$ cat config.mk
export PLATFORM = sky130hd
export DESIGN_NAME = cmd_decoder_top
export DESIGN_NICKNAME = d
export VERILOG_FILES = /design/src/source/cmd_decoder_pkg.sv /design/src/source/cmd_decoder_top.sv /design/src/source/cmd_parser_fsm.sv /design/src/source/hex_word_packer.sv /design/src/source/nibble_counter.sv /design/src/source/char_credit_queue.sv
export SDC_FILE = /design/constraint.sdc
export NUM_CORES = 1
export LEC_CHECK = 0
export ABC_AREA = 1
export BUFFER_PORTS_ARGS = -buffer_cell sky130_fd_sc_hd__buf_2
export CAP_MARGIN = 20
export CORE_MARGIN = 5
export CORE_UTILIZATION = 45
export DETAILED_ROUTE_END_ITERATION = 16
export GPL_TIMING_DRIVEN = 0
export PLACE_DENSITY = 0.75
export SYNTH_ARGS = -nofsm -noshare
export SYNTH_HDL_FRONTEND = slang
export SYNTH_SLANG_ARGS = --single-unit
$ cat constraint.sdc
create_clock -name clk -period 3.45 [get_ports clk]
set_input_delay 0.1725 -clock clk [delete_from_list [all_inputs] [get_ports clk]]
set_output_delay 0.1725 -clock clk [all_outputs]
set_load 0.01 [all_outputs]
$ cat src/source/cmd_decoder_pkg.sv
package cmd_decoder_pkg;

    // character queue, also the credit count the sender starts with
    localparam int CHAR_FIFO_DEPTH = 4;       // power of two, pointers wrap freely
    localparam int CHAR_PTR_BITS   = $clog2(CHAR_FIFO_DEPTH);

    // hex words
    localparam int WORD_NIBBLES = 8;
    localparam int WORD_BITS    = WORD_NIBBLES * 4;
    localparam int NIB_CNT_BITS = $clog2(WORD_NIBBLES + 1);  // counts 0..WORD_NIBBLES

    // view pages
    localparam int DV_PAGE_BITS = 8;
    localparam int PV_PAGE_BITS = 8;

    // program write port
    localparam int PROG_ADDR_BITS = 20;
    localparam int PROG_ADDR_STEP = 4;        // byte address step per word

    typedef enum logic [3:0] {
        wait_cmd,
        read_arg0,
        arg_comma,
        read_arg1,
        read_step,
        end_halt,
        end_start,
        end_step,
        end_reset,
        prog_word,
        prog_sep,
        end_prog,
        bad_cmd
    } parse_state_t;

    // what the current line is building
    typedef enum logic [1:0] {
        cmd_none,
        cmd_view,
        cmd_prog
    } cmd_t;

endpackage
$ cat src/source/cmd_decoder_top.sv
`timescale 1ns/1ps

module cmd_decoder_top
    import cmd_decoder_pkg::*;
(
    input  logic                      clk,
    input  logic                      n_rst,
    input  logic                      char_valid,
    input  logic [7:0]                char_in,
    output logic                      credit_return,
    output logic                      cpu_halt,
    output logic                      cpu_start,
    output logic                      cpu_step,
    output logic                      cpu_cycle,
    output logic                      cpu_rst,
    output logic                      freeze,
    output logic [DV_PAGE_BITS-1:0]   dv_page,
    output logic [PV_PAGE_BITS-1:0]   pv_page,
    output logic                      prog_en,
    output logic [PROG_ADDR_BITS-1:0] prog_addr,
    output logic [WORD_BITS-1:0]      prog_data
);

    logic                 char_avail;
    logic                 char_take;
    logic [7:0]           q_char;     // head of the queue
    logic                 nib_push;
    logic                 nib_clear;
    logic                 word_clear;
    logic                 word_full;
    logic                 not_hex;
    logic [WORD_BITS-1:0] word;

    char_credit_queue u_queue (
        .clk           (clk),
        .n_rst         (n_rst),
        .char_valid    (char_valid),
        .char_in       (char_in),
        .char_take     (char_take),
        .char_avail    (char_avail),
        .char_out      (q_char),
        .credit_return (credit_return)
    );

    cmd_parser_fsm u_parser (
        .clk        (clk),
        .n_rst      (n_rst),
        .char_avail (char_avail),
        .char_in    (q_char),
        .not_hex    (not_hex),
        .word_full  (word_full),
        .word       (word),
        .char_take  (char_take),
        .nib_push   (nib_push),
        .nib_clear  (nib_clear),
        .word_clear (word_clear),
        .cpu_halt   (cpu_halt),
        .cpu_start  (cpu_start),
        .cpu_step   (cpu_step),
        .cpu_cycle  (cpu_cycle),
        .cpu_rst    (cpu_rst),
        .freeze     (freeze),
        .dv_page    (dv_page),
        .pv_page    (pv_page),
        .prog_en    (prog_en),
        .prog_addr  (prog_addr),
        .prog_data  (prog_data)
    );

    nibble_counter u_nib_cnt (
        .clk       (clk),
        .n_rst     (n_rst),
        .nib_push  (nib_push),
        .nib_clear (nib_clear),
        .word_full (word_full)
    );

    // decodes the queue head directly, same char the parser sees
    hex_word_packer u_packer (
        .clk        (clk),
        .n_rst      (n_rst),
        .hex_char   (q_char),
        .nib_push   (nib_push),
        .word_clear (word_clear),
        .not_hex    (not_hex),
        .word       (word)
    );

endmodule

$ cat src/source/cmd_parser_fsm.sv
`timescale 1ns/1ps

module cmd_parser_fsm
    import cmd_decoder_pkg::*;
(
    input  logic                      clk,
    input  logic                      n_rst,
    input  logic                      char_avail,
    input  logic [7:0]                char_in,
    input  logic                      not_hex,
    input  logic                      word_full,
    input  logic [WORD_BITS-1:0]      word,
    output logic                      char_take,
    output logic                      nib_push,
    output logic                      nib_clear,
    output logic                      word_clear,
    output logic                      cpu_halt,
    output logic                      cpu_start,
    output logic                      cpu_step,
    output logic                      cpu_cycle,
    output logic                      cpu_rst,
    output logic                      freeze,
    output logic [DV_PAGE_BITS-1:0]   dv_page,
    output logic [PV_PAGE_BITS-1:0]   pv_page,
    output logic                      prog_en,
    output logic [PROG_ADDR_BITS-1:0] prog_addr,
    output logic [WORD_BITS-1:0]      prog_data
);

    parse_state_t state, state_eff, state_nxt;
    cmd_t         cmd, cmd_nxt;

    logic                    is_nl;
    logic                    clr;         // restart digit count and word
    logic                    bad;
    logic                    line_abort;
    logic                    halt_set, start_set, step_set, cycle_set, rst_set;
    logic                    prog_start, load_done;
    logic                    write_word, latch_arg0, set_pages;
    logic                    step_cycle;  // S> rather than S1
    logic [DV_PAGE_BITS-1:0] dv_arg;

    assign is_nl      = (char_in == "\n");
    assign char_take  = char_avail;       // never stalls the queue
    assign nib_clear  = clr;
    assign word_clear = clr;

    always_comb begin
        cmd_nxt    = cmd;
        clr        = 1'b0;
        nib_push   = 1'b0;
        bad        = 1'b0;
        line_abort = 1'b0;
        halt_set   = 1'b0;
        start_set  = 1'b0;
        step_set   = 1'b0;
        cycle_set  = 1'b0;
        rst_set    = 1'b0;
        prog_start = 1'b0;
        load_done  = 1'b0;
        write_word = 1'b0;
        latch_arg0 = 1'b0;
        set_pages  = 1'b0;

        // a full word turns a digit state into its separator state
        if (state == read_arg0 && word_full) begin
            state_eff = arg_comma;
        end else if (state == prog_word && word_full) begin
            state_eff = prog_sep;
        end else begin
            state_eff = state;
        end
        state_nxt = state_eff;

        if (char_avail) begin
            case (state_eff)
                wait_cmd: begin
                    clr     = 1'b1;
                    cmd_nxt = cmd_none;
                    case (char_in)
                        "H":  state_nxt = end_halt;
                        "Z":  state_nxt = end_start;
                        "S":  state_nxt = read_step;
                        "R":  state_nxt = end_reset;
                        "V": begin
                            cmd_nxt   = cmd_view;
                            state_nxt = read_arg0;
                        end
                        "[": begin
                            cmd_nxt    = cmd_prog;
                            prog_start = 1'b1;
                            state_nxt  = prog_word;
                        end
                        "\n": state_nxt = wait_cmd;   // empty line
                        default: bad = 1'b1;
                    endcase
                end
                read_step: begin
                    if (char_in == "1" || char_in == ">") begin
                        state_nxt = end_step;
                    end else begin
                        bad = 1'b1;
                    end
                end
                end_halt, end_start, end_step, end_reset: begin
                    if (is_nl) begin
                        halt_set  = (state_eff == end_halt);
                        start_set = (state_eff == end_start);
                        step_set  = (state_eff == end_step) && !step_cycle;
                        cycle_set = (state_eff == end_step) && step_cycle;
                        rst_set   = (state_eff == end_reset);
                        state_nxt = wait_cmd;
                    end else begin
                        bad = 1'b1;
                    end
                end
                read_arg0, prog_word: begin
                    if (!not_hex) begin
                        nib_push = 1'b1;
                    end else begin
                        bad = 1'b1;       // also covers an early separator
                    end
                end
                arg_comma: begin
                    if (char_in == ",") begin
                        latch_arg0 = 1'b1;
                        clr        = 1'b1;
                        state_nxt  = read_arg1;
                    end else begin
                        bad = 1'b1;
                    end
                end
                read_arg1: begin
                    if (word_full) begin
                        if (is_nl) begin
                            set_pages = 1'b1;
                            state_nxt = wait_cmd;
                        end else begin
                            bad = 1'b1;
                        end
                    end else if (!not_hex) begin
                        nib_push = 1'b1;
                    end else begin
                        bad = 1'b1;
                    end
                end
                prog_sep: begin
                    if (char_in == "," || char_in == "]") begin
                        write_word = 1'b1;
                        clr        = 1'b1;
                        state_nxt  = (char_in == "]") ? end_prog : prog_word;
                    end else begin
                        bad = 1'b1;
                    end
                end
                end_prog: begin
                    if (is_nl) begin
                        load_done = 1'b1;
                        state_nxt = wait_cmd;
                    end else begin
                        bad = 1'b1;
                    end
                end
                default: bad = 1'b1;  // bad_cmd keeps discarding
            endcase

            // a newline always ends the line, even a broken one
            if (bad) begin
                if (is_nl) begin
                    line_abort = 1'b1;
                end else begin
                    state_nxt = bad_cmd;
                end
            end
            if (line_abort) begin
                state_nxt = wait_cmd;
                load_done = (cmd == cmd_prog);  // unfreeze an aborted load
            end
        end
    end

    always_ff @(posedge clk) begin
        if (!n_rst) begin
            state     <= wait_cmd;
            cmd       <= cmd_none;
            cpu_halt  <= 1'b0;
            cpu_start <= 1'b0;
            cpu_step  <= 1'b0;
            cpu_cycle <= 1'b0;
            cpu_rst   <= 1'b0;
            prog_en   <= 1'b0;
            freeze    <= 1'b0;
            dv_page   <= '0;
            pv_page   <= '0;
            prog_addr <= '0;
        end else begin
            state     <= state_nxt;
            cmd       <= cmd_nxt;
            cpu_halt  <= halt_set || prog_start;
            cpu_start <= start_set;
            cpu_step  <= step_set;
            cpu_cycle <= cycle_set;
            cpu_rst   <= rst_set || load_done;
            prog_en   <= write_word;

            if (prog_start) begin
                freeze <= 1'b1;
            end else if (load_done) begin
                freeze <= 1'b0;
            end

            // address holds during the write pulse, steps right after
            if (prog_start) begin
                prog_addr <= '0;
            end else if (prog_en) begin
                prog_addr <= prog_addr + PROG_ADDR_BITS'(PROG_ADDR_STEP);
            end

            if (set_pages) begin
                dv_page <= dv_arg;
                pv_page <= word[PV_PAGE_BITS-1:0];
            end
        end
    end

    always_ff @(posedge clk) begin
        if (latch_arg0) begin
            dv_arg <= word[DV_PAGE_BITS-1:0];
        end
        if (write_word) begin
            prog_data <= word;
        end
        if (char_avail && state == read_step) begin
            step_cycle <= (char_in == ">");
        end
    end

endmodule

$ cat src/source/hex_word_packer.sv
`timescale 1ns/1ps

module hex_word_packer
    import cmd_decoder_pkg::*;
(
    input  logic                 clk,
    input  logic                 n_rst,
    input  logic [7:0]           hex_char,
    input  logic                 nib_push,
    input  logic                 word_clear,
    output logic                 not_hex,
    output logic [WORD_BITS-1:0] word
);

    logic [3:0] nibble;

    // ascii hex decode
    // letters in both cases have low nibble 1..6, so +9 gives 10..15
    always_comb begin
        nibble  = '0;
        not_hex = 1'b0;
        if (hex_char >= "0" && hex_char <= "9") begin
            nibble = hex_char[3:0];
        end else if ((hex_char >= "a" && hex_char <= "f") ||
                     (hex_char >= "A" && hex_char <= "F")) begin
            nibble = hex_char[3:0] + 4'd9;
        end else begin
            not_hex = 1'b1;
        end
    end

    // most significant digit arrives first, so shift in at the bottom
    always_ff @(posedge clk) begin
        if (!n_rst) begin
            word <= '0;
        end else if (word_clear) begin
            word <= '0;
        end else if (nib_push) begin
            word <= {word[WORD_BITS-5:0], nibble};
        end
    end

endmodule

$ cat src/source/nibble_counter.sv
`timescale 1ns/1ps

module nibble_counter
    import cmd_decoder_pkg::*;
(
    input  logic clk,
    input  logic n_rst,
    input  logic nib_push,
    input  logic nib_clear,
    output logic word_full
);

    logic [NIB_CNT_BITS-1:0] nib_cnt;

    assign word_full = (nib_cnt == NIB_CNT_BITS'(WORD_NIBBLES));

    // clear wins over push, count sticks at a full word
    always_ff @(posedge clk) begin
        if (!n_rst) begin
            nib_cnt <= '0;
        end else if (nib_clear) begin
            nib_cnt <= '0;
        end else if (nib_push && !word_full) begin
            nib_cnt <= nib_cnt + 1'b1;
        end
    end

endmodule

$ cat src/source/char_credit_queue.sv
`timescale 1ns/1ps

module char_credit_queue
    import cmd_decoder_pkg::*;
(
    input  logic       clk,
    input  logic       n_rst,
    input  logic       char_valid,
    input  logic [7:0] char_in,
    input  logic       char_take,
    output logic       char_avail,
    output logic [7:0] char_out,
    output logic       credit_return
);

    logic [7:0]               mem [CHAR_FIFO_DEPTH];
    logic [CHAR_PTR_BITS-1:0] wr_ptr;
    logic [CHAR_PTR_BITS-1:0] rd_ptr;
    logic [CHAR_PTR_BITS:0]   fill;
    logic                     pop;

    // sender holds credits, so a push never finds the buffer full
    assign pop        = char_take && char_avail;
    assign char_avail = (fill != '0);
    assign char_out   = mem[rd_ptr];

    always_ff @(posedge clk) begin
        if (char_valid) begin
            mem[wr_ptr] <= char_in;
        end
    end

    always_ff @(posedge clk) begin
        if (!n_rst) begin
            wr_ptr        <= '0;
            rd_ptr        <= '0;
            fill          <= '0;
            credit_return <= 1'b0;
        end else begin
            credit_return <= pop;   // one credit back per char popped
            if (char_valid) begin
                wr_ptr <= wr_ptr + 1'b1;
            end
            if (pop) begin
                rd_ptr <= rd_ptr + 1'b1;
            end
            case ({char_valid, pop})
                2'b10:   fill <= fill + 1'b1;
                2'b01:   fill <= fill - 1'b1;
                default: fill <= fill;      // idle, or push and pop together
            endcase
        end
    end

endmodule

# After elaboration in Yosys (flattened, before gate mapping)
# Memory sizes are Yosys's and may differ from the RTL's. A register that Yosys moved wholly into a read port is not among the register bits.
# Index checks and enable logic that the tools add are counted.
[word_totals]
ramBits = 32
out_inout_bits = 76
mem_count = 1
reg_bits = 134
input_bits = 11
elab_cells = 158
[mem_list]
columns = ["memory", "words", "word_bits", "rd", "rd_clocked_by_memory_dff", "wr", "line", "rtl"]
rows = [
  ["u_queue.mem", 4, 8, 1, 1, 1, "char_credit_queue.sv:16", "logic [7:0] mem [CHAR_FIFO_DEPTH];"],
]
[op_classes]
n_eq_ne = 29
addsub = 7
reduce_logical = 28
magnitude_cmp = 6
mux = 65
bitwise = 1
[ops]
columns = ["op", "count"]
rows = [
  ["8-bit by 7-bit equality test with 1-bit output, second input constant", 7],
  ["4-bit 2-to-1 mux", 13],
  ["1-bit 2-to-1 mux", 42],
  ["4-bit one-hot mux with 7 select lines", 1],
  ["4-bit equality test, second input constant", 6],
  ["8-bit by 6-bit equality test with 1-bit output, second input constant", 3],
  ["4-bit one-hot mux with 6 select lines", 1],
  ["20-bit by 3-bit adder with 20-bit output, second input constant", 1],
  ["4-bit by 3-bit equality test with 1-bit output, second input constant", 5],
  ["8-bit by 7-bit greater-or-equal comparator with 1-bit output, second input constant", 2],
  ["8-bit by 7-bit less-or-equal comparator with 1-bit output, second input constant", 2],
  ["1-bit logical AND", 9],
  ["4-bit by 1-bit equality test with 1-bit output, second input constant", 2],
  ["4-bit by 2-bit equality test with 1-bit output, second input constant", 2],
  ["8-bit by 4-bit equality test with 1-bit output, second input constant", 1],
  ["8-bit by 6-bit greater-or-equal comparator with 1-bit output, second input constant", 1],
  ["8-bit by 6-bit less-or-equal comparator with 1-bit output, second input constant", 1],
  ["1-bit one-hot mux with 7 select lines", 1],
  ["7-bit OR reduction", 1],
  ["2-bit 2-to-1 mux", 3],
  ["3-bit one-hot mux with 2 select lines", 1],
  ["2-bit OR reduction", 3],
  ["1-bit logical OR", 5],
  ["5-bit OR reduction", 1],
  ["18 further kinds", 22],
]

# Depth between registers and ports, before layout
# Gate-level depths: netlist of run 1.
[logic_depth]
depth_word = 15
depth_mapped = 20

# By module
# A second synthesis of run 1 with hierarchy kept.
[unflattened]
cells_unflattened = 793
area_unflattened_um2 = 7073.0
[by_module_without_submodules]
columns = ["mod", "seq_area_each_um2", "instances", "cells_per_inst", "area_each_um2"]
rows = [
  ["cmd_parser_fsm", 2172.1, 1, 443, 3837.4],
  ["char_credit_queue", 1161.1, 1, 143, 1686.6],
  ["hex_word_packer", 640.6, 1, 174, 1317.5],
  ["nibble_counter", 80.1, 1, 33, 231.5],
]

# Least setup slack after synthesis of run 1
# No wires, ideal clock.
[synth_timing]
kind = "register to register"
startpoint = "register with a tool-made name"
endpoint = "register u_parser.prog_data[0] (enable)"
setup_slack_ns = 0.141
t_arrival_ns = 2.888
n_path_buf = 2
path_stages_with_launch = 16
setup_time_ns = 0.421
period_less_slack_ns = 3.309
cell_sequence = "dfxtp_1 buf_6 inv_6 buf_6 nand2_1 nand2_1 nand2_1 nand2_1 inv_1 ha_1 nand2_1 nor2_1 nand2_1 nand2_1 nand2_2 nor2_1"
[synth_rtl]
columns = ["element", "line", "rtl"]
rows = [
  ["end signal, assigned", "cmd_parser_fsm.sv:231", "prog_data <= word;"],
  ["end, declared", "cmd_parser_fsm.sv:27", "output logic [WORD_BITS-1:0] prog_data"],
]

==> flow_summary.yaml, run 1 <==
outcome:
  status: "finished, final reports clean"
flow_run:
  maxCapViolCount: 0
cts:
  cts_tree: "yes"
  path_clk_slew_ns: 0.06
  clockRootBuffer: "clkbuf_16"
  ctsResizeCount: 0
  cts.path.max_buffers: 2
  clock-sinks: 166
  cts_max_level: 4
  insertion_delay_ns: 0.42
  cts_made_buffers: 17
synth:
  yosysTopAreaCell: "edfxtp_1"
  synth_top_area_share_pct: 30.3
  synth_edf_count: 73
  synth_area_leaders: "edfxtp_1 30%, dfxtp_1 26%, nand2_1 10%"
  syn_area_per_cell_sq_um: 9.30
  synth_seq_area_share_pct: 56.0
  yosys_warnings: 0
  ys.flop_type: "dfxtp_1"
  syn-instance-count: 779
  syn_area_sq_um: 7240
  async_flop_share_pct: 0
  ys_ff_latch: 166
  synth.distinct_cells: 44
routing:
  routed_wl_mm: 14.5
  viasPerCell: 4.79
  drtAntennaViolNets: 0
  drt-initial-drc-count: 272
  first_pass_iters: 8
  wl_per_cell_um: 13.0
  drcViolationCount: 0
  num_vias: 5361
setup_path:
  arrival_ns: 3.04
  cp_slowest_stage_delay_ns: 0.67
  r2r_setup_slack_ns: 0.46
  crit_path_end: "u_parser.prog_data[13]$_DFFE_PP_"
  critPathMaxFanout: 32
  rr_endpoint: "u_parser.prog_data[13]$_DFFE_PP_"
  path_class: "reg -> reg"
  crit_top_cell: "nand2_1"
  reg2regPathDepth: 12
  startpoint_type: "flop"
  slowest_stage: "nor2_4"
  end_kind: "flop"
  path_cells: "inv_2 -> buf_6 -> nand3_1 -> nand2_1 -> inv_1 -> ha_1 -> nand2_1 -> nor2_1 -> nand2_1 -> nand2_1 -> nand2_2 -> nor2_4"
  cp.required_ns: 3.50
global_routing:
  grt_pass1_wl_mm: 23.6
  grt-ovfl-total: 0
  grt_max_degree: 33
  track_usage_pct: 15.9
  antenna_found_initial: 0
  grt_pass1_vias: 4961
power:
  ir_worst_vdd_mv: 0.411
  p_leak_nw: 3.58
  report.power.total_mw: 5.53
  power_density_nw_per_um2: 641
layout:
  synthToLayoutAreaGrowth_pct: 19.2
  layout_common_cells: "194 x nand2_1, 93 x dfxtp_1, 91 x buf_2, 89 x nor2_1, 73 x edfxtp_1"
  layout-drive-gt1-share_pct: 23.8
  final_nets: 915
  layout_commonest_cell: "nand2_1"
  seq_area_sq_um: 4050
  post-route-util_pct: 54.5
  multiInputGateArea_sq_um: 2760
  fill_cells: 1406
  num_antenna_cells: 0
  fin_area_sq_um: 8630
placed_design:
  placed_area_sq_um: 7940
  io_buffers: 84
  gp_congestion: 0.913
  dp_hpwl_mm: 10.4
timing:
  tightest_slew_ns: 0.869
  period_share_pct: 86.8
  min_period_ns: 2.99
  setup_viol: 0
  grt_setup_unrepaired: "no"
  timing.hold.ws_ns: 0.0981
  maxSlewHeadroom_pct: 41.9
  fin_skew_ns: 0.00954
  drv_slew: 0
  fmax_mhz: 334
  hold_violations: 0
  tns_ns: 0
die:
  die-height_um: 137
  placementRows: 46
  dieArea_sq_um: 18700
  core_sq_um: 15800
  start_util_pct: 45.8
  fp.dieW_um: 137
  boundaryPins: 87
worst_hold_path:
  hold_class: "in -> reg"
  hold_start: "n_rst"
state kept, by name, indices dropped and copies added (netlist names), named ones only:
| name | cells |
|---|---|
| u_nib_cnt.nib_cnt | 4 |
| u_packer.word | 32 |
| u_parser.cmd | 2 |
| u_parser.cpu_cycle | 1 |
| u_parser.cpu_halt | 1 |
| u_parser.cpu_rst | 1 |
| u_parser.cpu_start | 1 |
| u_parser.cpu_step | 1 |
| u_parser.dv_arg | 8 |
| u_parser.dv_page | 8 |
| u_parser.freeze | 1 |
| u_parser.prog_addr | 18 |
| u_parser.prog_data | 32 |
| u_parser.prog_en | 1 |
| u_parser.pv_page | 8 |
| u_parser.state | 4 |
| u_parser.step_cycle | 1 |
| u_queue.credit_return | 1 |
| u_queue.fill | 3 |
| u_queue.mem | 32 |
| u_queue.rd_ptr | 2 |
| u_queue.wr_ptr | 2 |
power breakdown:
part	switching, mW	internal, mW	leakage (nW)
Clock	0.749	1.19	0.293
Sequential	0.0495	2.11	1.44
Combinational	0.990	0.445	1.85
repair_timing:
| action | 4_1_cts | 5_1_grt |
|---|---|---|
| hold endpoints to repair | 32 | 0 |
| hold buffers | 8 | 0 |
| buffers inserted | 0 | 0 |
cells in the mapped netlist, drive strengths merged (3+ instances only):
| cell type | n |
|---|---|
| nand3 | 50 |
| nand4 | 7 |
| dfxtp | 93 |
| xnor2 | 6 |
| nor2 | 101 |
| and3 | 3 |
| buf | 21 |
| ha | 12 |
| xor2 | 10 |
| edfxtp | 73 |
| a211oi | 3 |
| a21oi | 52 |
| inv | 66 |
| nor3 | 9 |
| o21ai | 40 |
| nand2 | 215 |
per-stage QoR:
step                setup WS (ns)  instances
detailed placement          0.463       1080
floorplan                   0.141        780
finish                      0.456       1120
global route                0.229       1120
CTS                         0.457       1120
global placement           -0.782       1080
routing by layer:
layer / routed length [um] / global-route usage, %
met5: 0 / 0
met4: 222 / 5.32
met3: 768 / 4.12
met2: 6790 / 25.9
met1: 6750 / 20.8
worst min-delay path by stage:
stage	to	slack, ns	cells past startpoint
6_report	u_queue.wr_ptr[0]$_SDFFE_PN0P_	0.1	3
5_1_grt	u_queue.wr_ptr[0]$_SDFFE_PN0P_	0.11	3
4_1_cts	u_queue.wr_ptr[0]$_SDFFE_PN0P_	0.08	3
3_5_place_dp	u_queue.mem[1][4]$_DFFE_PP_	0.39	1
3_3_place_gp	u_queue.mem[1][1]$_DFFE_PP_	0.39	1
2_1_floorplan	u_queue.mem[0][0]$_DFFE_PP_	0.27	0
critical path, delay by kind of cell, from the launching register on:
family	cells	cell delay, ns
adder cells (fa/ha/maj)	1	0.24
buffers and inverters	3	0.44
flip-flops	1	0.49
AND/OR/NAND/NOR	8	1.41
area by class of cell:
| cell class | count | area share [%] |
|---|---|---|
| multi-input cells | 524 | 32.0 |
| clock buffers | 21 | 5.35 |
| clock inverters | 11 | 1.70 |
| repair buffers | 92 | 5.80 |
| well taps | 216 | 3.13 |
| plain buffers | 23 | 2.06 |
| flip-flops and latches | 166 | 47.0 |
| inverters | 67 | 3.01 |
logic make-up after synthesis:
family                     Yosys count  share of synthesized area, %
and+or+nand+nor                    391                          24.2
DFF                                166                          56.0
adders and majority gates           13                          2.35
AOI/OAI and AO/OA                  102                          9.40
xor gates and xnor gates            16                          1.93
other                                1                        0.0518
buffers and inverters               90                          6.05
Power figures use the tool's default switching activity.
==> inputs of run 2 (changes only) <==
- CTS_CLUSTER_DIAMETER: default -> 60
- PLACE_DENSITY: 0.75 -> 0.72
- clock period: 3.45 -> 3.56 ns (I/O delays scaled with it)
==> flow_summary.yaml, run 2 (synthesis gave the netlist of run 1 again) <==
outcome:
  status: "finished, final reports clean"
setup_path:
  startpoint_type: "flop"
  end_kind: "flop"
  critical_path_depth: 12
  cp_slowest_stage_delay_ns: 0.69
  crit_buf_inv: 3
  crit_top_cell: "nand2_1"
  arrival_ns: 3.04
  cp.required_ns: 3.60
  critPathMaxFanout: 32
  path_class: "reg -> reg"
  crit_family: "simple AND/OR/NAND/NOR gates"
  path_cells: "inv_2 -> buf_6 -> nand3_1 -> nand2_1 -> inv_1 -> ha_1 -> nand2_1 -> nor2_1 -> nand2_1 -> nand2_1 -> nand2_2 -> nor2_4"
  r2r_setup_slack_ns: 0.56
  slowest_stage: "nor2_4"
  rr_endpoint: "u_parser.prog_data[30]$_DFFE_PP_"
  crit_path_end: "u_parser.prog_data[30]$_DFFE_PP_"
  reg2regPathDepth: 12
layout:
  layout-drive-gt1-share_pct: 24.1
  top_regs: "u_packer.word (32), u_parser.prog_data (32), u_queue.mem (32)"
  layout_commonest_cell: "nand2_1"
  post-route-util_pct: 54.1
  fill_cells: 1423
  layout_common_cells: "194 x nand2_1, 93 x dfxtp_1, 91 x buf_2, 89 x nor2_1, 73 x edfxtp_1"
  synthToLayoutAreaGrowth_pct: 18.2
  final_nets: 915
  num_antenna_cells: 0
power:
  combPwrFrac_pct: 27.0
  ir_worst_vdd_mv: 0.394
  p_sw_share_pct: 34.3
  p_leak_nw: 3.55
  intPower_mw: 3.38
  power_density_nw_per_um2: 602
  seqPwrFrac_pct: 40.8
  netSwitchingPower_mw: 1.77
  power.share.clock_pct: 32.2
  report.power.total_mw: 5.15
die:
  die-height_um: 137
  dieArea_sq_um: 18700
  boundaryPins: 87
  core_sq_um: 15800
  start_util_pct: 45.8
  placementRows: 46
  fp.dieW_um: 137
cts:
  cts_tree: "yes"
  cts.path.max_buffers: 2
  clockRootBuffer: "clkbuf_16"
  cts_max_level: 4
  ctsHoldBuffers: 8
  cts_made_buffers: 17
  ctsResizeCount: 0
  cts_setup_buffers: 0
  insertion_delay_ns: 0.43
  clock-sinks: 166
  path_clk_slew_ns: 0.07
placed_design:
  gp_congestion: 0.884
  io_buffers: 84
  place_ws_ns: 0.563
  dp_hpwl_mm: 10.5
global_routing:
  grt_pass1_wl_mm: 24.1
  grt_pass1_vias: 5020
  grt-ovfl-total: 0
  grt_max_degree: 33
  antenna_found_initial: 0
  track_usage_pct: 16.3
timing:
  fmax_mhz: 334
  period_share_pct: 84.2
  setup_ws_ns: 0.562
  drv_slew: 0
  fin_skew_ns: 0.0119
  grt_setup_unrepaired: "no"
  setup_viol: 0
  hold_violations: 0
  tightest_slew_ns: 0.889
  maxSlewHeadroom_pct: 40.6
  min_period_ns: 3.00
  timing.hold.ws_ns: 0.0951
routing:
  viasPerCell: 4.86
  routed_wl_mm: 14.6
  drcViolationCount: 0
  wl_per_cell_um: 13.0
  drtAntennaViolNets: 0
  first_pass_iters: 5
  num_vias: 5447
  drt-initial-drc-count: 318
flow_run:
  maxCapViolCount: 0
worst_hold_path:
  hold_class: "in -> reg"
## run 2: final cells by class
cell class	count	area, sq um	share of cell area (%)
Buffer	23	178	2.08
Multi-Input combinational cell	524	2760	32.3
Tap cell	216	270	3.16
Clock inverter	13	103	1.20
Inverter	67	260	3.04
Clock buffer	19	433	5.06
Timing Repair Buffer	92	500	5.85
Sequential cell	166	4050	47.4
## run 2: worst register-to-register path, stage by stage (launching register included)
cell and delay (ns):
dfxtp_1 0.51, inv_2 0.12, buf_6 0.16, nand3_1 0.08, nand2_1 0.13, inv_1 0.15
ha_1 0.24, nand2_1 0.07, nor2_1 0.16, nand2_1 0.12, nand2_1 0.09, nand2_2 0.10
nor2_4 0.69
## run 2: worst min path at each step
stage | startpoint | end | slack (ns) | cells past startpoint
floorplan | char_in[0] | u_queue.mem[0][0]$_DFFE_PP_ | 0.28 | 0
global placement | char_in[0] | u_queue.mem[1][0]$_DFFE_PP_ | 0.39 | 1
detailed placement | char_in[4] | u_queue.mem[0][4]$_DFFE_PP_ | 0.39 | 1
CTS | n_rst | u_queue.wr_ptr[0]$_SDFFE_PN0P_ | 0.08 | 3
global route | n_rst | u_queue.wr_ptr[0]$_SDFFE_PN0P_ | 0.10 | 3
finish | n_rst | u_queue.wr_ptr[0]$_SDFFE_PN0P_ | 0.1 | 3
## run 2: stage by stage
stage                     TNS (ns)  instances  cell area (sq um)
after floorplan                  0        780               7250
after global placement      -19.06       1080               7940
after detailed placement         0       1080               7940
after CTS                        0       1120               8560
after global routing             0       1120               8560
final                            0       1120               8560
## run 2: power by group through the flow
stage / Sequential (mW) / Clock, mW / Combinational [mW]
after floorplan: 2.13 / 0 / 1.10
after global placement: 2.14 / 0 / 1.35
after detailed placement: 2.14 / 0 / 1.37
after CTS: 2.10 / 1.70 / 1.39
after global routing: 2.11 / 1.79 / 1.58
final: 2.10 / 1.66 / 1.39
## run 2: per-layer routing
layer  global-route usage [%]  wire (um)  vias to the layer above  part of all wire, %
met5                        0          0                        -                    0
met4                     5.27        167                        0                  1.1
met3                     4.08        797                       18                  5.5
met2                     26.5       6920                      130                   47
met1                     21.5       6710                     2511                   46
li1                         -          -                     2788                    -
